$ cat src/common/pipeline_defs.svh
// ==================================================
// Widths, register count and RV32I encodings for
// the integer pipeline, included where needed
// ==================================================
`ifndef PIPELINE_DEFS_SVH
`define PIPELINE_DEFS_SVH

// Datapath and register file geometry
`define XLEN        32
`define REG_COUNT   32
`define REG_ADDR_W  5

// Major opcodes kept in the subset
`define OPC_OP      7'b0110011
`define OPC_OP_IMM  7'b0010011
`define OPC_LUI     7'b0110111

// funct3 field values
`define F3_ADD_SUB  3'b000
`define F3_SLL      3'b001
`define F3_SLT      3'b010
`define F3_SLTU     3'b011
`define F3_XOR      3'b100
`define F3_SRL_SRA  3'b101
`define F3_OR       3'b110
`define F3_AND      3'b111

// funct7 values, alternate selects SUB and SRA
`define F7_BASE     7'b0000000
`define F7_ALT      7'b0100000

// ADDI x0, x0, 0
`define INSTR_NOP   32'h0000_0013

`endif

$ cat src/common/pipeline_pkg.sv
// ==================================================
// ALU operation codes and stage payload structs
// shared by all pipeline stages
// ==================================================
`default_nettype none

`include "pipeline_defs.svh"

package pipeline_pkg;

    // ALU functions, pass B carries the LUI immediate
    typedef enum logic [3:0] {
        ALU_ADD    = 4'd0,
        ALU_SUB    = 4'd1,
        ALU_SLL    = 4'd2,
        ALU_SLT    = 4'd3,
        ALU_SLTU   = 4'd4,
        ALU_XOR    = 4'd5,
        ALU_SRL    = 4'd6,
        ALU_SRA    = 4'd7,
        ALU_OR     = 4'd8,
        ALU_AND    = 4'd9,
        ALU_PASS_B = 4'd10
    } alu_op_e;

    // Fetch register contents
    typedef struct packed {
        logic               valid;
        logic [`XLEN-1:0]   instr;
    } if2id_s;

    // Decoded instruction with register operands
    typedef struct packed {
        logic                   valid;
        logic                   we;
        logic [`REG_ADDR_W-1:0] rd;
        logic [`REG_ADDR_W-1:0] rs1_addr;
        logic [`REG_ADDR_W-1:0] rs2_addr;
        logic [`XLEN-1:0]       rs1_data;
        logic [`XLEN-1:0]       rs2_data;
        logic [`XLEN-1:0]       imm;
        logic                   use_imm;
        alu_op_e                alu_op;
    } id2exe_s;

    // Result heading for the register file
    typedef struct packed {
        logic                   valid;
        logic                   we;
        logic [`REG_ADDR_W-1:0] rd;
        logic [`XLEN-1:0]       result;
    } exe2wrb_s;

endpackage : pipeline_pkg

`default_nettype wire

$ cat src/decode/decode.sv
// ==================================================
// Instruction decoder for the RV32I ALU subset,
// anything else leaves the stage as a bubble
// ==================================================
`timescale 1ns/10ps
`default_nettype none

`include "pipeline_defs.svh"

module decode
    import pipeline_pkg::*;
(
    input  if2id_s                  if2id_i,

    // Register file read ports
    output logic [`REG_ADDR_W-1:0]  rs1_addr_o,
    output logic [`REG_ADDR_W-1:0]  rs2_addr_o,
    input  logic [`XLEN-1:0]        rs1_data_i,
    input  logic [`XLEN-1:0]        rs2_data_i,

    output id2exe_s                 id2exe_o
);

    logic [6:0]             opcode;
    logic [2:0]             funct3;
    logic [6:0]             funct7;
    logic [`REG_ADDR_W-1:0] rd;
    logic [`XLEN-1:0]       imm_i;
    logic [`XLEN-1:0]       imm_u;
    logic                   legal;
    logic                   use_imm;
    logic [`XLEN-1:0]       imm;
    alu_op_e                alu_op;

    // funct3 to ALU function, alt picks SUB or SRA
    function automatic alu_op_e f3_to_op(input logic [2:0] f3, input logic alt);
        case (f3)
            `F3_ADD_SUB: f3_to_op = alt ? ALU_SUB : ALU_ADD;
            `F3_SLL:     f3_to_op = ALU_SLL;
            `F3_SLT:     f3_to_op = ALU_SLT;
            `F3_SLTU:    f3_to_op = ALU_SLTU;
            `F3_XOR:     f3_to_op = ALU_XOR;
            `F3_SRL_SRA: f3_to_op = alt ? ALU_SRA : ALU_SRL;
            `F3_OR:      f3_to_op = ALU_OR;
            default:     f3_to_op = ALU_AND;
        endcase
    endfunction

    assign opcode     = if2id_i.instr[6:0];
    assign rd         = if2id_i.instr[11:7];
    assign funct3     = if2id_i.instr[14:12];
    assign rs1_addr_o = if2id_i.instr[19:15];
    assign rs2_addr_o = if2id_i.instr[24:20];
    assign funct7     = if2id_i.instr[31:25];

    assign imm_i = {{(`XLEN-12){if2id_i.instr[31]}}, if2id_i.instr[31:20]};
    assign imm_u = {if2id_i.instr[31:12], 12'b0};

    always_comb begin
        legal   = 1'b0;
        use_imm = 1'b0;
        imm     = imm_i;
        alu_op  = ALU_ADD;
        case (opcode)
            `OPC_OP: begin
                // Alternate funct7 only exists for SUB and SRA
                legal  = (funct7 == `F7_BASE) ||
                         ((funct7 == `F7_ALT) &&
                          ((funct3 == `F3_ADD_SUB) || (funct3 == `F3_SRL_SRA)));
                alu_op = f3_to_op(funct3, funct7 == `F7_ALT);
            end
            `OPC_OP_IMM: begin
                use_imm = 1'b1;
                if (funct3 == `F3_SLL) begin
                    legal = (funct7 == `F7_BASE);
                end else if (funct3 == `F3_SRL_SRA) begin
                    legal = (funct7 == `F7_BASE) || (funct7 == `F7_ALT);
                end else begin
                    legal = 1'b1;
                end
                alu_op = f3_to_op(funct3, (funct3 == `F3_SRL_SRA) && (funct7 == `F7_ALT));
            end
            `OPC_LUI: begin
                legal   = 1'b1;
                use_imm = 1'b1;
                imm     = imm_u;
                alu_op  = ALU_PASS_B;
            end
            default: begin
                legal = 1'b0;
            end
        endcase
    end

    always_comb begin
        id2exe_o = '0;
        if (if2id_i.valid && legal) begin
            id2exe_o.valid    = 1'b1;
            // x0 destination never writes
            id2exe_o.we       = (rd != '0);
            id2exe_o.rd       = rd;
            id2exe_o.rs1_addr = rs1_addr_o;
            id2exe_o.rs2_addr = rs2_addr_o;
            id2exe_o.rs1_data = rs1_data_i;
            id2exe_o.rs2_data = rs2_data_i;
            id2exe_o.imm      = imm;
            id2exe_o.use_imm  = use_imm;
            id2exe_o.alu_op   = alu_op;
        end
    end

    always_comb begin
        a_legal_op : assert final (!id2exe_o.valid ||
                                   (id2exe_o.alu_op inside {[ALU_ADD:ALU_PASS_B]}))
            else $error("decode: valid instruction with unknown alu_op");
    end

endmodule : decode

`default_nettype wire

$ cat src/decode/regfile.sv
// ==================================================
// Integer register file with two read ports and one
// write port whose data reads see on the same edge
// ==================================================
`timescale 1ns/10ps
`default_nettype none

`include "pipeline_defs.svh"

module regfile
    import pipeline_pkg::*;
(
    input  logic                    clk,
    input  logic                    rst_n,
    input  logic [`REG_ADDR_W-1:0]  rs1_addr_i,
    input  logic [`REG_ADDR_W-1:0]  rs2_addr_i,
    output logic [`XLEN-1:0]        rs1_data_o,
    output logic [`XLEN-1:0]        rs2_data_o,
    input  exe2wrb_s                wrb_i
);

    logic [`XLEN-1:0]   regs [`REG_COUNT];
    logic               wr_en;

    // Decode clears write enable for an x0 destination
    assign wr_en = wrb_i.valid && wrb_i.we;

    always_ff @(posedge clk) begin
        if (!rst_n) begin
            for (int i = 0; i < `REG_COUNT; i++) begin
                regs[i] <= '0;
            end
        end else if (wr_en) begin
            regs[wrb_i.rd] <= wrb_i.result;
        end
    end

    function automatic logic [`XLEN-1:0] read_port(input logic [`REG_ADDR_W-1:0] addr);
        if (addr == '0) begin
            read_port = '0;
        end else if (wr_en && (wrb_i.rd == addr)) begin
            read_port = wrb_i.result;
        end else begin
            read_port = regs[addr];
        end
    endfunction

    always_comb begin
        rs1_data_o = read_port(rs1_addr_i);
        rs2_data_o = read_port(rs2_addr_i);
    end

    a_x0_zero : assert property (@(posedge clk) disable iff (!rst_n) regs[0] == '0)
        else $error("regfile: x0 holds a nonzero value");

endmodule : regfile

`default_nettype wire

$ cat src/execute/execute.sv
// ==================================================
// Execute stage: forwards the writeback result into
// the operands and computes the ALU function
// ==================================================
`timescale 1ns/10ps
`default_nettype none

`include "pipeline_defs.svh"

module execute
    import pipeline_pkg::*;
(
    input  id2exe_s     id2exe_i,
    // Writeback register, one instruction ahead
    input  exe2wrb_s    wrb_fwd_i,
    output exe2wrb_s    exe2wrb_o
);

    logic               fwd_hit_rs1;
    logic               fwd_hit_rs2;
    logic [`XLEN-1:0]   op_a;
    logic [`XLEN-1:0]   rs2_val;
    logic [`XLEN-1:0]   op_b;
    logic [4:0]         shamt;
    logic [`XLEN-1:0]   result;

    // Write enable is already clear for x0
    assign fwd_hit_rs1 = wrb_fwd_i.valid && wrb_fwd_i.we &&
                         (wrb_fwd_i.rd == id2exe_i.rs1_addr);
    assign fwd_hit_rs2 = wrb_fwd_i.valid && wrb_fwd_i.we &&
                         (wrb_fwd_i.rd == id2exe_i.rs2_addr);

    assign op_a    = fwd_hit_rs1 ? wrb_fwd_i.result : id2exe_i.rs1_data;
    assign rs2_val = fwd_hit_rs2 ? wrb_fwd_i.result : id2exe_i.rs2_data;
    assign op_b    = id2exe_i.use_imm ? id2exe_i.imm : rs2_val;

    // Shift amount from the low five bits of B
    assign shamt = op_b[4:0];

    always_comb begin
        case (id2exe_i.alu_op)
            ALU_ADD: begin
                result = op_a + op_b;
            end
            ALU_SUB: begin
                result = op_a - op_b;
            end
            ALU_SLL: begin
                result = op_a << shamt;
            end
            ALU_SLT: begin
                result = {{(`XLEN-1){1'b0}}, $signed(op_a) < $signed(op_b)};
            end
            ALU_SLTU: begin
                result = {{(`XLEN-1){1'b0}}, op_a < op_b};
            end
            ALU_XOR: begin
                result = op_a ^ op_b;
            end
            ALU_SRL: begin
                result = op_a >> shamt;
            end
            ALU_SRA: begin
                result = $unsigned($signed(op_a) >>> shamt);
            end
            ALU_OR: begin
                result = op_a | op_b;
            end
            ALU_AND: begin
                result = op_a & op_b;
            end
            ALU_PASS_B: begin
                result = op_b;
            end
            default: begin
                result = '0;
            end
        endcase
    end

    always_comb begin
        exe2wrb_o.valid  = id2exe_i.valid;
        exe2wrb_o.we     = id2exe_i.we;
        exe2wrb_o.rd     = id2exe_i.rd;
        exe2wrb_o.result = result;
    end

endmodule : execute

`default_nettype wire

$ cat src/source/pipe_reg.sv
// ==================================================
// Stage register for any payload with a valid field,
// loads a zero bubble whenever the input is invalid
// ==================================================
`timescale 1ns/10ps
`default_nettype none

module pipe_reg
    import pipeline_pkg::*;
#(
    parameter type payload_t = if2id_s
) (
    input  logic        clk,
    input  logic        rst_n,
    input  payload_t    d_i,
    output payload_t    q_o
);

    always_ff @(posedge clk) begin
        if (!rst_n) begin
            q_o <= '0;
        end else if (d_i.valid) begin
            q_o <= d_i;
        end else begin
            // Bubble, no stale control survives
            q_o <= '0;
        end
    end

    // Only stages that carry a write enable
    if (type(payload_t) != type(if2id_s)) begin : g_we_chk
        a_bubble_no_write : assert property (
            @(posedge clk) disable iff (!rst_n)
            !q_o.valid |-> !q_o.we
        ) else $error("pipe_reg: bubble carries a register write");
    end

endmodule : pipe_reg

`default_nettype wire

$ cat src/source/pipeline_top.sv
// ==================================================
// In-order RV32I subset pipeline: fetch register,
// decode, execute and writeback with a result port
// ==================================================
`timescale 1ns/10ps
`default_nettype none

`include "pipeline_defs.svh"

module pipeline_top
    import pipeline_pkg::*;
(
    input  logic                    clk,
    input  logic                    rst_n,

    // Instruction stream
    input  logic                    instr_valid_i,
    input  logic [`XLEN-1:0]        instr_i,

    // Retired results
    output logic                    wrb_valid_o,
    output logic                    wrb_we_o,
    output logic [`REG_ADDR_W-1:0]  wrb_rd_o,
    output logic [`XLEN-1:0]        wrb_data_o
);

    if2id_s                 if2id_d;
    if2id_s                 if2id_q;
    id2exe_s                id2exe_d;
    id2exe_s                id2exe_q;
    exe2wrb_s               exe2wrb_d;
    exe2wrb_s               exe2wrb_q;

    logic [`REG_ADDR_W-1:0] rs1_addr;
    logic [`REG_ADDR_W-1:0] rs2_addr;
    logic [`XLEN-1:0]       rs1_data;
    logic [`XLEN-1:0]       rs2_data;

    assign if2id_d.valid = instr_valid_i;
    assign if2id_d.instr = instr_i;

    pipe_reg #(.payload_t(if2id_s)) u_if2id (
        .clk        (clk),
        .rst_n      (rst_n),
        .d_i        (if2id_d),
        .q_o        (if2id_q)
    );

    decode u_decode (
        .if2id_i    (if2id_q),
        .rs1_addr_o (rs1_addr),
        .rs2_addr_o (rs2_addr),
        .rs1_data_i (rs1_data),
        .rs2_data_i (rs2_data),
        .id2exe_o   (id2exe_d)
    );

    // Written from the writeback register
    regfile u_regfile (
        .clk        (clk),
        .rst_n      (rst_n),
        .rs1_addr_i (rs1_addr),
        .rs2_addr_i (rs2_addr),
        .rs1_data_o (rs1_data),
        .rs2_data_o (rs2_data),
        .wrb_i      (exe2wrb_q)
    );

    pipe_reg #(.payload_t(id2exe_s)) u_id2exe (
        .clk        (clk),
        .rst_n      (rst_n),
        .d_i        (id2exe_d),
        .q_o        (id2exe_q)
    );

    execute u_execute (
        .id2exe_i   (id2exe_q),
        .wrb_fwd_i  (exe2wrb_q),
        .exe2wrb_o  (exe2wrb_d)
    );

    pipe_reg #(.payload_t(exe2wrb_s)) u_exe2wrb (
        .clk        (clk),
        .rst_n      (rst_n),
        .d_i        (exe2wrb_d),
        .q_o        (exe2wrb_q)
    );

    assign wrb_valid_o = exe2wrb_q.valid;
    assign wrb_we_o    = exe2wrb_q.we;
    assign wrb_rd_o    = exe2wrb_q.rd;
    assign wrb_data_o  = exe2wrb_q.result;

endmodule : pipeline_top

`default_nettype wire

$ cat config.mk
export PLATFORM = sky130hd
export DESIGN_NAME = pipeline_top
export DESIGN_NICKNAME = d
export VERILOG_FILES = /design/src/common/pipeline_pkg.sv /design/src/decode/decode.sv /design/src/decode/regfile.sv /design/src/execute/execute.sv /design/src/source/pipe_reg.sv /design/src/source/pipeline_top.sv
export VERILOG_INCLUDE_DIRS = /design/src /design/src/common
export SDC_FILE = /design/constraint.sdc
export NUM_CORES = 2
export LEC_CHECK = 0
export CAP_MARGIN = 20
export CORE_ASPECT_RATIO = 1.5
export CORE_MARGIN = 2
export CORE_UTILIZATION = 47
export CTS_BUF_LIST = sky130_fd_sc_hd__clkbuf_8 sky130_fd_sc_hd__clkbuf_16
export DETAILED_ROUTE_END_ITERATION = 10
export DONT_BUFFER_PORTS = 1
export PLACE_DENSITY_LB_ADDON = 0.15
export SLEW_MARGIN = 10
export SYNTH_ARGS = -nofsm -noshare
export SYNTH_HDL_FRONTEND = slang
export SYNTH_SLANG_ARGS = --single-unit
$ cat constraint.sdc
create_clock -name clk -period 5.9 [get_ports clk]
set_input_delay 0.885 -clock clk [delete_from_list [all_inputs] [get_ports clk]]
set_output_delay 0.885 -clock clk [all_outputs]
set_load 0.005 [all_outputs]
# Yosys cells after proc, flatten, opt, wreduce, memory -nomap -nowiden
# Memories as Yosys holds them, arrays and structs flattened. A register that Yosys moved wholly into a read port is not among the register bits.
# Cells that the tools add are included.
# totals
ff_bits,190
latchBits,0
mem_bits_rw,1024
rom_bits,0
output_inout_bits,39
word_cells,113
mem_count,1
# op_classes
addsub,2
mul,0
n_div,0
magnitude_cmp,2
eq_ne,24
shift,3
n_mux,33
bitwise_logic,6
n_reduce_logical,25
# memory_table
memory,words,width,read_ports,rd_ports_with_merged_regs,write_ports,line_no,rtl
u_regfile.regs,32,32,2,2,32,regfile.sv:22,logic [`XLEN-1:0] regs [`REG_COUNT];
# op_table
op,count
case mux 32 bit (11 select lines),1
2-to-1 mux 32 bit,8
2-to-1 mux 118 bit,2
less-than comparator 32 bit,2
case mux 4 bit (7 select lines),2
2-to-1 mux 39 bit,1
2-to-1 mux 33 bit,1
adder 32 bit,1
bitwise AND 32 bit,1
bitwise OR 32 bit,1
OR reduction 32 bit,1
<< shifter 32 x 5 -> 32 bit,1
>> shifter 32 x 5 -> 32 bit,1
>>> shifter 32 x 5 -> 32 bit,1
subtractor 32 bit,1
XOR 32 bit,1
2-to-1 mux 31 bit,1
equality test 7 x 6 -> 1 bit (second input constant),3
equality test 5 bit,4
equality test 4 x 3 -> 1 bit (second input constant),4
2-to-1 mux 5 bit,3
equality test 4 bit (second input constant),3
2-to-1 mux 1 bit,12
case mux 4 bit (3 select lines),1
19 further kinds,38

# Depth between registers and ports, before layout
# depth
word_depth,9
ltp_mapped,22
mapped_depth_nobuf,18

# Modules after synthesis
# A second synthesis with hierarchy kept.
# hier_totals
hier_cells,5910
hier_area_um2,71942.7
# modules_own_cells
module,n_inst,cells_each,area_each_um2,seq_area_each_um2
regfile,1,3789,55016.5,30749.5
execute,1,1502,10468.8,0.0
pipe_reg at u_id2exe,1,261,3261.9,2362.3
decode,1,200,1184.9,0.0
pipe_reg at u_exe2wrb,1,86,1084.8,780.7
pipe_reg at u_if2id,1,72,925.9,660.6

# Worst setup path before layout
# No wires, ideal clock.
# synth_path
kind,reg-to-reg
startpoint,reg u_exe2wrb.q_o[32] (netlist bit)
endpoint,reg u_exe2wrb.q_o[19] (netlist bit)
setup_ps,125
arrival_time_ps,4657
slack_ps,1118
path_stages_with_launch,21
path_buffers,4
cell_sequence,dfxtp_1 > buf_4 > xnor2_1 > and4_1 > buf_4 > nand2_1 > buf_2 > mux2i_1 > o21ai_0 > ha_1 > clkbuf_1 > or4_1 > or3_1 > a211oi_1 > nor3_1 > o21ai_1 > a21oi_1 > o21ai_1 > o22a_1 > a21oi_1 > o41a_1
# synth_via
elab_chain_len,6
word_cells_on_any_way,16
# synth_rtl
item,line_no,rtl
start: declaration,pipe_reg.sv:16,output payload_t q_o
start signal: assignment,pipe_reg.sv:23,q_o <= d_i;
equality test 5 bit,execute.sv:31,(wrb_fwd_i.rd == id2exe_i.rs2_addr);
logical AND 1 bit,execute.sv:30,assign fwd_hit_rs2 = wrb_fwd_i.valid && wrb_fwd_i.we &&
2-to-1 mux 32 bit,execute.sv:34,assign rs2_val = fwd_hit_rs2 ? wrb_fwd_i.result : id2exe_i.rs2_data;
2-to-1 mux 32 bit,execute.sv:35,assign op_b = id2exe_i.use_imm ? id2exe_i.imm : rs2_val;
subtractor 32 bit (tied with other cells),execute.sv:46,result = op_a - op_b;
case mux 32 bit (11 select lines) (*),execute.sv:41,case (id2exe_i.alu_op)
# Every way passes the cells marked *; elsewhere a longest branch is shown, timed or not.
# A chain may end at the register's enable or synchronous reset.

# Final worst setup path
# layout_path
startpoint,reg u_exe2wrb.q_o[38] (netlist bit)
endpoint,reg u_exe2wrb.q_o[19] (netlist bit)
# layout_via
elab_chain_len,6
word_cells_on_any_way,15
# layout_rtl
item,line_no
logical AND 1 bit (*),"execute.sv:28, execute.sv:30"
logical AND 1 bit,execute.sv:30
2-to-1 mux 32 bit,execute.sv:34
2-to-1 mux 32 bit,execute.sv:35
subtractor 32 bit (tied with other cells),execute.sv:46
case mux 32 bit (11 select lines) (*),execute.sv:41
# Marks and branches as above.

==> out/metrics.yaml <==
synth_cell_type_count: 92
cts_max_level: 3
min_path_cells: 1
min-delay-path-class: "input pin to flop"
hold_slack_ns: 0.226
drive_gt1_frac: 0.230
finClkSkew_ns: 0.0365
power_density_mw_per_mm2: 245
netlist_instances: 5399
fillCellCount: 12521
crit_buf_inv: 1
root_buffer: "clkbuf_16"
vias: 49192
rows: 173
antenna_found_initial: 15
crit_fanout: 10
busiest_layer: "met2"
initial_core_util: 0.473
ff2ff_path_depth: 17
post_cts_buffers: 0
portBuffers: 0
dpl.hpwl_um: 188000
clk_latency_ns: 0.80
p_leak_uw: 0.0261
drc_errors: 0
period_minus_slack_ns: 5.67
max_clock_freq_ghz: 0.176
gr-usage-met1: 0.407
ant_nets: 0
core_mm2: 0.148
min_period_over_period: 0.961
synth_seq_area_share: 0.492
hold_buffers: 0
area_delta_synth_final_pct: 10.2
syn-mean-instance-area_um2: 13.0
ir_drop_uv: 238
rsz0062_at_grt: "no"
instances_no_fill: 7257
timing_worst_setup_path_type: "flop to flop"
finalNetCount: 5354
slew_headroom: 0.185
die_w_um: 320
dr.pass1.iters: 6
final-max-slew-violation-count: 0
gp_congestion: 1.09
grt_max_degree: 97
slowest_delay_ns: 0.68
clkSinkCount: 1214
min_from: "instr_valid_i"
required_ns: 6.58
synth_edf_count: 1024
crit_path_cell_trace: "and2_0, and4_1, nand2_1, mux2i_1, o21ai_0, ha_1, or4_1, or3_1, a211oi_1, buf_4, nor3_1, o21ai_1, a21oi_1, o21ai_1, o22a_1, a21oi_1, o41a_1"
ff2ff_setup_slack_ns: 0.23
cts-buffers-inserted: 118
max_cap_violations: 0
synth_area_mm2: 0.0702
syn-num-nets: 5533
cts_tree: "built"
hold_violations: 0
drt_wl_total_um: 284000
final_util: 0.522
rr_startpoint: "u_exe2wrb.q_o[38]"
grt_overflow_total: 0
cts_resized: 0
io-pin-count: 74
synthArstFlopShare: 0
track_usage: 0.371
run_status: "finished, final reports clean"
r2r-end: "u_exe2wrb.q_o[19]"
cpLargestDelayFamily: "compound AO/OA/AOI/OAI gates"
dieArea_mm2: 0.153
final-setup-viol-count: 0
holdPathEnd: "u_if2id.q_o[32]"
ys.flop_type: "edfxtp_1"
die_h_um: 477
tns_ns: 0
crit_path_end_kind: "flop"
place_inst: 7025
arrival_ns: 6.35
grt_pass1_vias: 50415
slowest_stage: "or4_1"
grtUsageMet2: 0.639
worst_pin_slew_ns: 1.22
grt_pass1_wl_um: 393000
first_iter_violations: 5201
routed_via_density: 6.78
drt-wirelength-per-cell_um: 39.1
cp-start-kind: "flop"
cts_buffer_depth: 3
met3_usage: 0.0707
synth_seq_cells: 1214
cts.clk_slew.worst_paths_ns: 0.08
yosys_warnings: 0
## area by class of cell
cell class | instances | area (µm²) | share of cell area
Antenna cell | 11 | 27.5 | 0.000356
Clock buffer | 129 | 3100 | 0.0401
Clock inverter | 92 | 741 | 0.00957
Inverter | 110 | 423 | 0.00547
Multi-Input combinational cell | 3504 | 33700 | 0.436
Sequential cell | 1214 | 34600 | 0.447
Tap cell | 1925 | 2410 | 0.0311
Timing Repair Buffer | 272 | 2380 | 0.0308
## worst max-delay path by stage
stage | end | cells after the start | startpoint
finish | u_exe2wrb.q_o[19] | 17 | u_exe2wrb.q_o[38]
global route | u_exe2wrb.q_o[0] | 19 | u_exe2wrb.q_o[35]
CTS | u_exe2wrb.q_o[19] | 18 | u_exe2wrb.q_o[38]
detailed placement | u_exe2wrb.q_o[19] | 18 | u_exe2wrb.q_o[38]
global placement | u_exe2wrb.q_o[19] | 17 | u_exe2wrb.q_o[32]
floorplan | u_exe2wrb.q_o[19] | 20 | u_exe2wrb.q_o[32]
## per-stage QoR
stage	total power (µW)	worst slack, ns	instance area [µm²]
2_1_floorplan	10900	1.12	70200
3_3_place_gp	11500	0.265	73400
3_5_place_dp	11500	0.275	73500
4_1_cts	19100	0.247	77300
5_1_grt	19400	0.0427	77300
6_report	19000	0.228	77400
## layout by cell type, fill, tap and decap left out, drive strengths merged, types with 41 or more instances in the layout
cell type / instances
clkbuf: 129
nor2: 244
and2: 961
inv: 140
buf: 272
nand2: 207
a21oi: 133
nand3: 52
nor3: 144
edfxtp: 1024
ha: 97
a221oi: 41
o21ai: 177
mux4: 640
a211oi: 100
clkinv: 51
mux2i: 182
and3: 45
dfxtp: 190
## Yosys cell counts (7+ instances only)
library cell,count,area [µm²]
nand2b_1,16,100
o31ai_1,10,75.1
nor2_1,243,912
and3_1,45,282
o21a_1,12,90.1
o31a_1,8,70.1
o2111ai_1,10,87.6
a21oi_1,133,666
and2_1,956,5980
dfxtp_1,190,3800
or4_1,8,60.1
inv_1,104,390
nand4_1,15,93.8
clkbuf_1,464,1740
mux2_2,31,349
edfxtp_1,1024,30700
xnor2_1,20,175
nor2b_1,20,125
o21bai_1,14,105
a22oi_1,29,218
buf_2,33,165
o21ai_1,7,35.0
nor4_1,12,75.1
a221o_1,14,140
a31oi_1,22,138
mux4_2,640,14400
buf_1,69,259
a211o_1,9,78.8
o21ai_0,169,846
nor3_1,143,716
a21boi_0,7,52.6
a221oi_1,39,342
nand3_1,52,260
nand2_1,205,769
o221ai_1,22,193
a21o_1,15,113
o211ai_1,35,263
a211oi_1,100,751
o22ai_1,36,225
mux2i_1,182,1820
or3_1,9,56.3
ha_1,97,1210
## report_power, final
| part | switching, µW | total (µW) | internal, µW |
|---|---|---|---|
| Clock | 3530 | 7670 | 4140 |
| Sequential | 220 | 9860 | 9640 |
| Combinational | 745 | 1460 | 718 |
| Total | 4490 | 19000 | 14500 |
## worst register-to-register path, delay by kind of cell (launching register included)
family / cells / cell delay, ns
adder cells (fa/ha/maj): 1 / 0.41
AO/OA/AOI/OAI: 8 / 2.31
multiplexers: 1 / 0.21
buffers and inverters: 1 / 0.23
flip-flops: 1 / 0.35
AND/OR/NAND/NOR: 6 / 2.04
## state kept, by name (all words and copies together) (netlist names)
name and count:
u_regfile.regs 1024, u_id2exe.q_o 118, u_exe2wrb.q_o 39, u_if2id.q_o 33
## routing by layer
metal | routed length (µm) | vias up
met5 | 98 | -
li1 | - | 20291
met2 | 143000 | 2562
met3 | 19900 | 986
met1 | 95100 | 25337
met4 | 25200 | 16
## kinds of logic (layout without fill, tap and decap cells)
group,count (synthesis),count (layout),synth area share
other,0,11,0
buffers and inverters,681,603,0.0374
xor gates and xnor gates,27,27,0.00348
DFF,1214,1214,0.492
muxes,853,853,0.236
and+or+nand+nor,1762,1762,0.139
AOI/OAI and AO/OA,763,763,0.0742
adders and majority gates,99,99,0.0179
(Power assumes the default switching activity.)
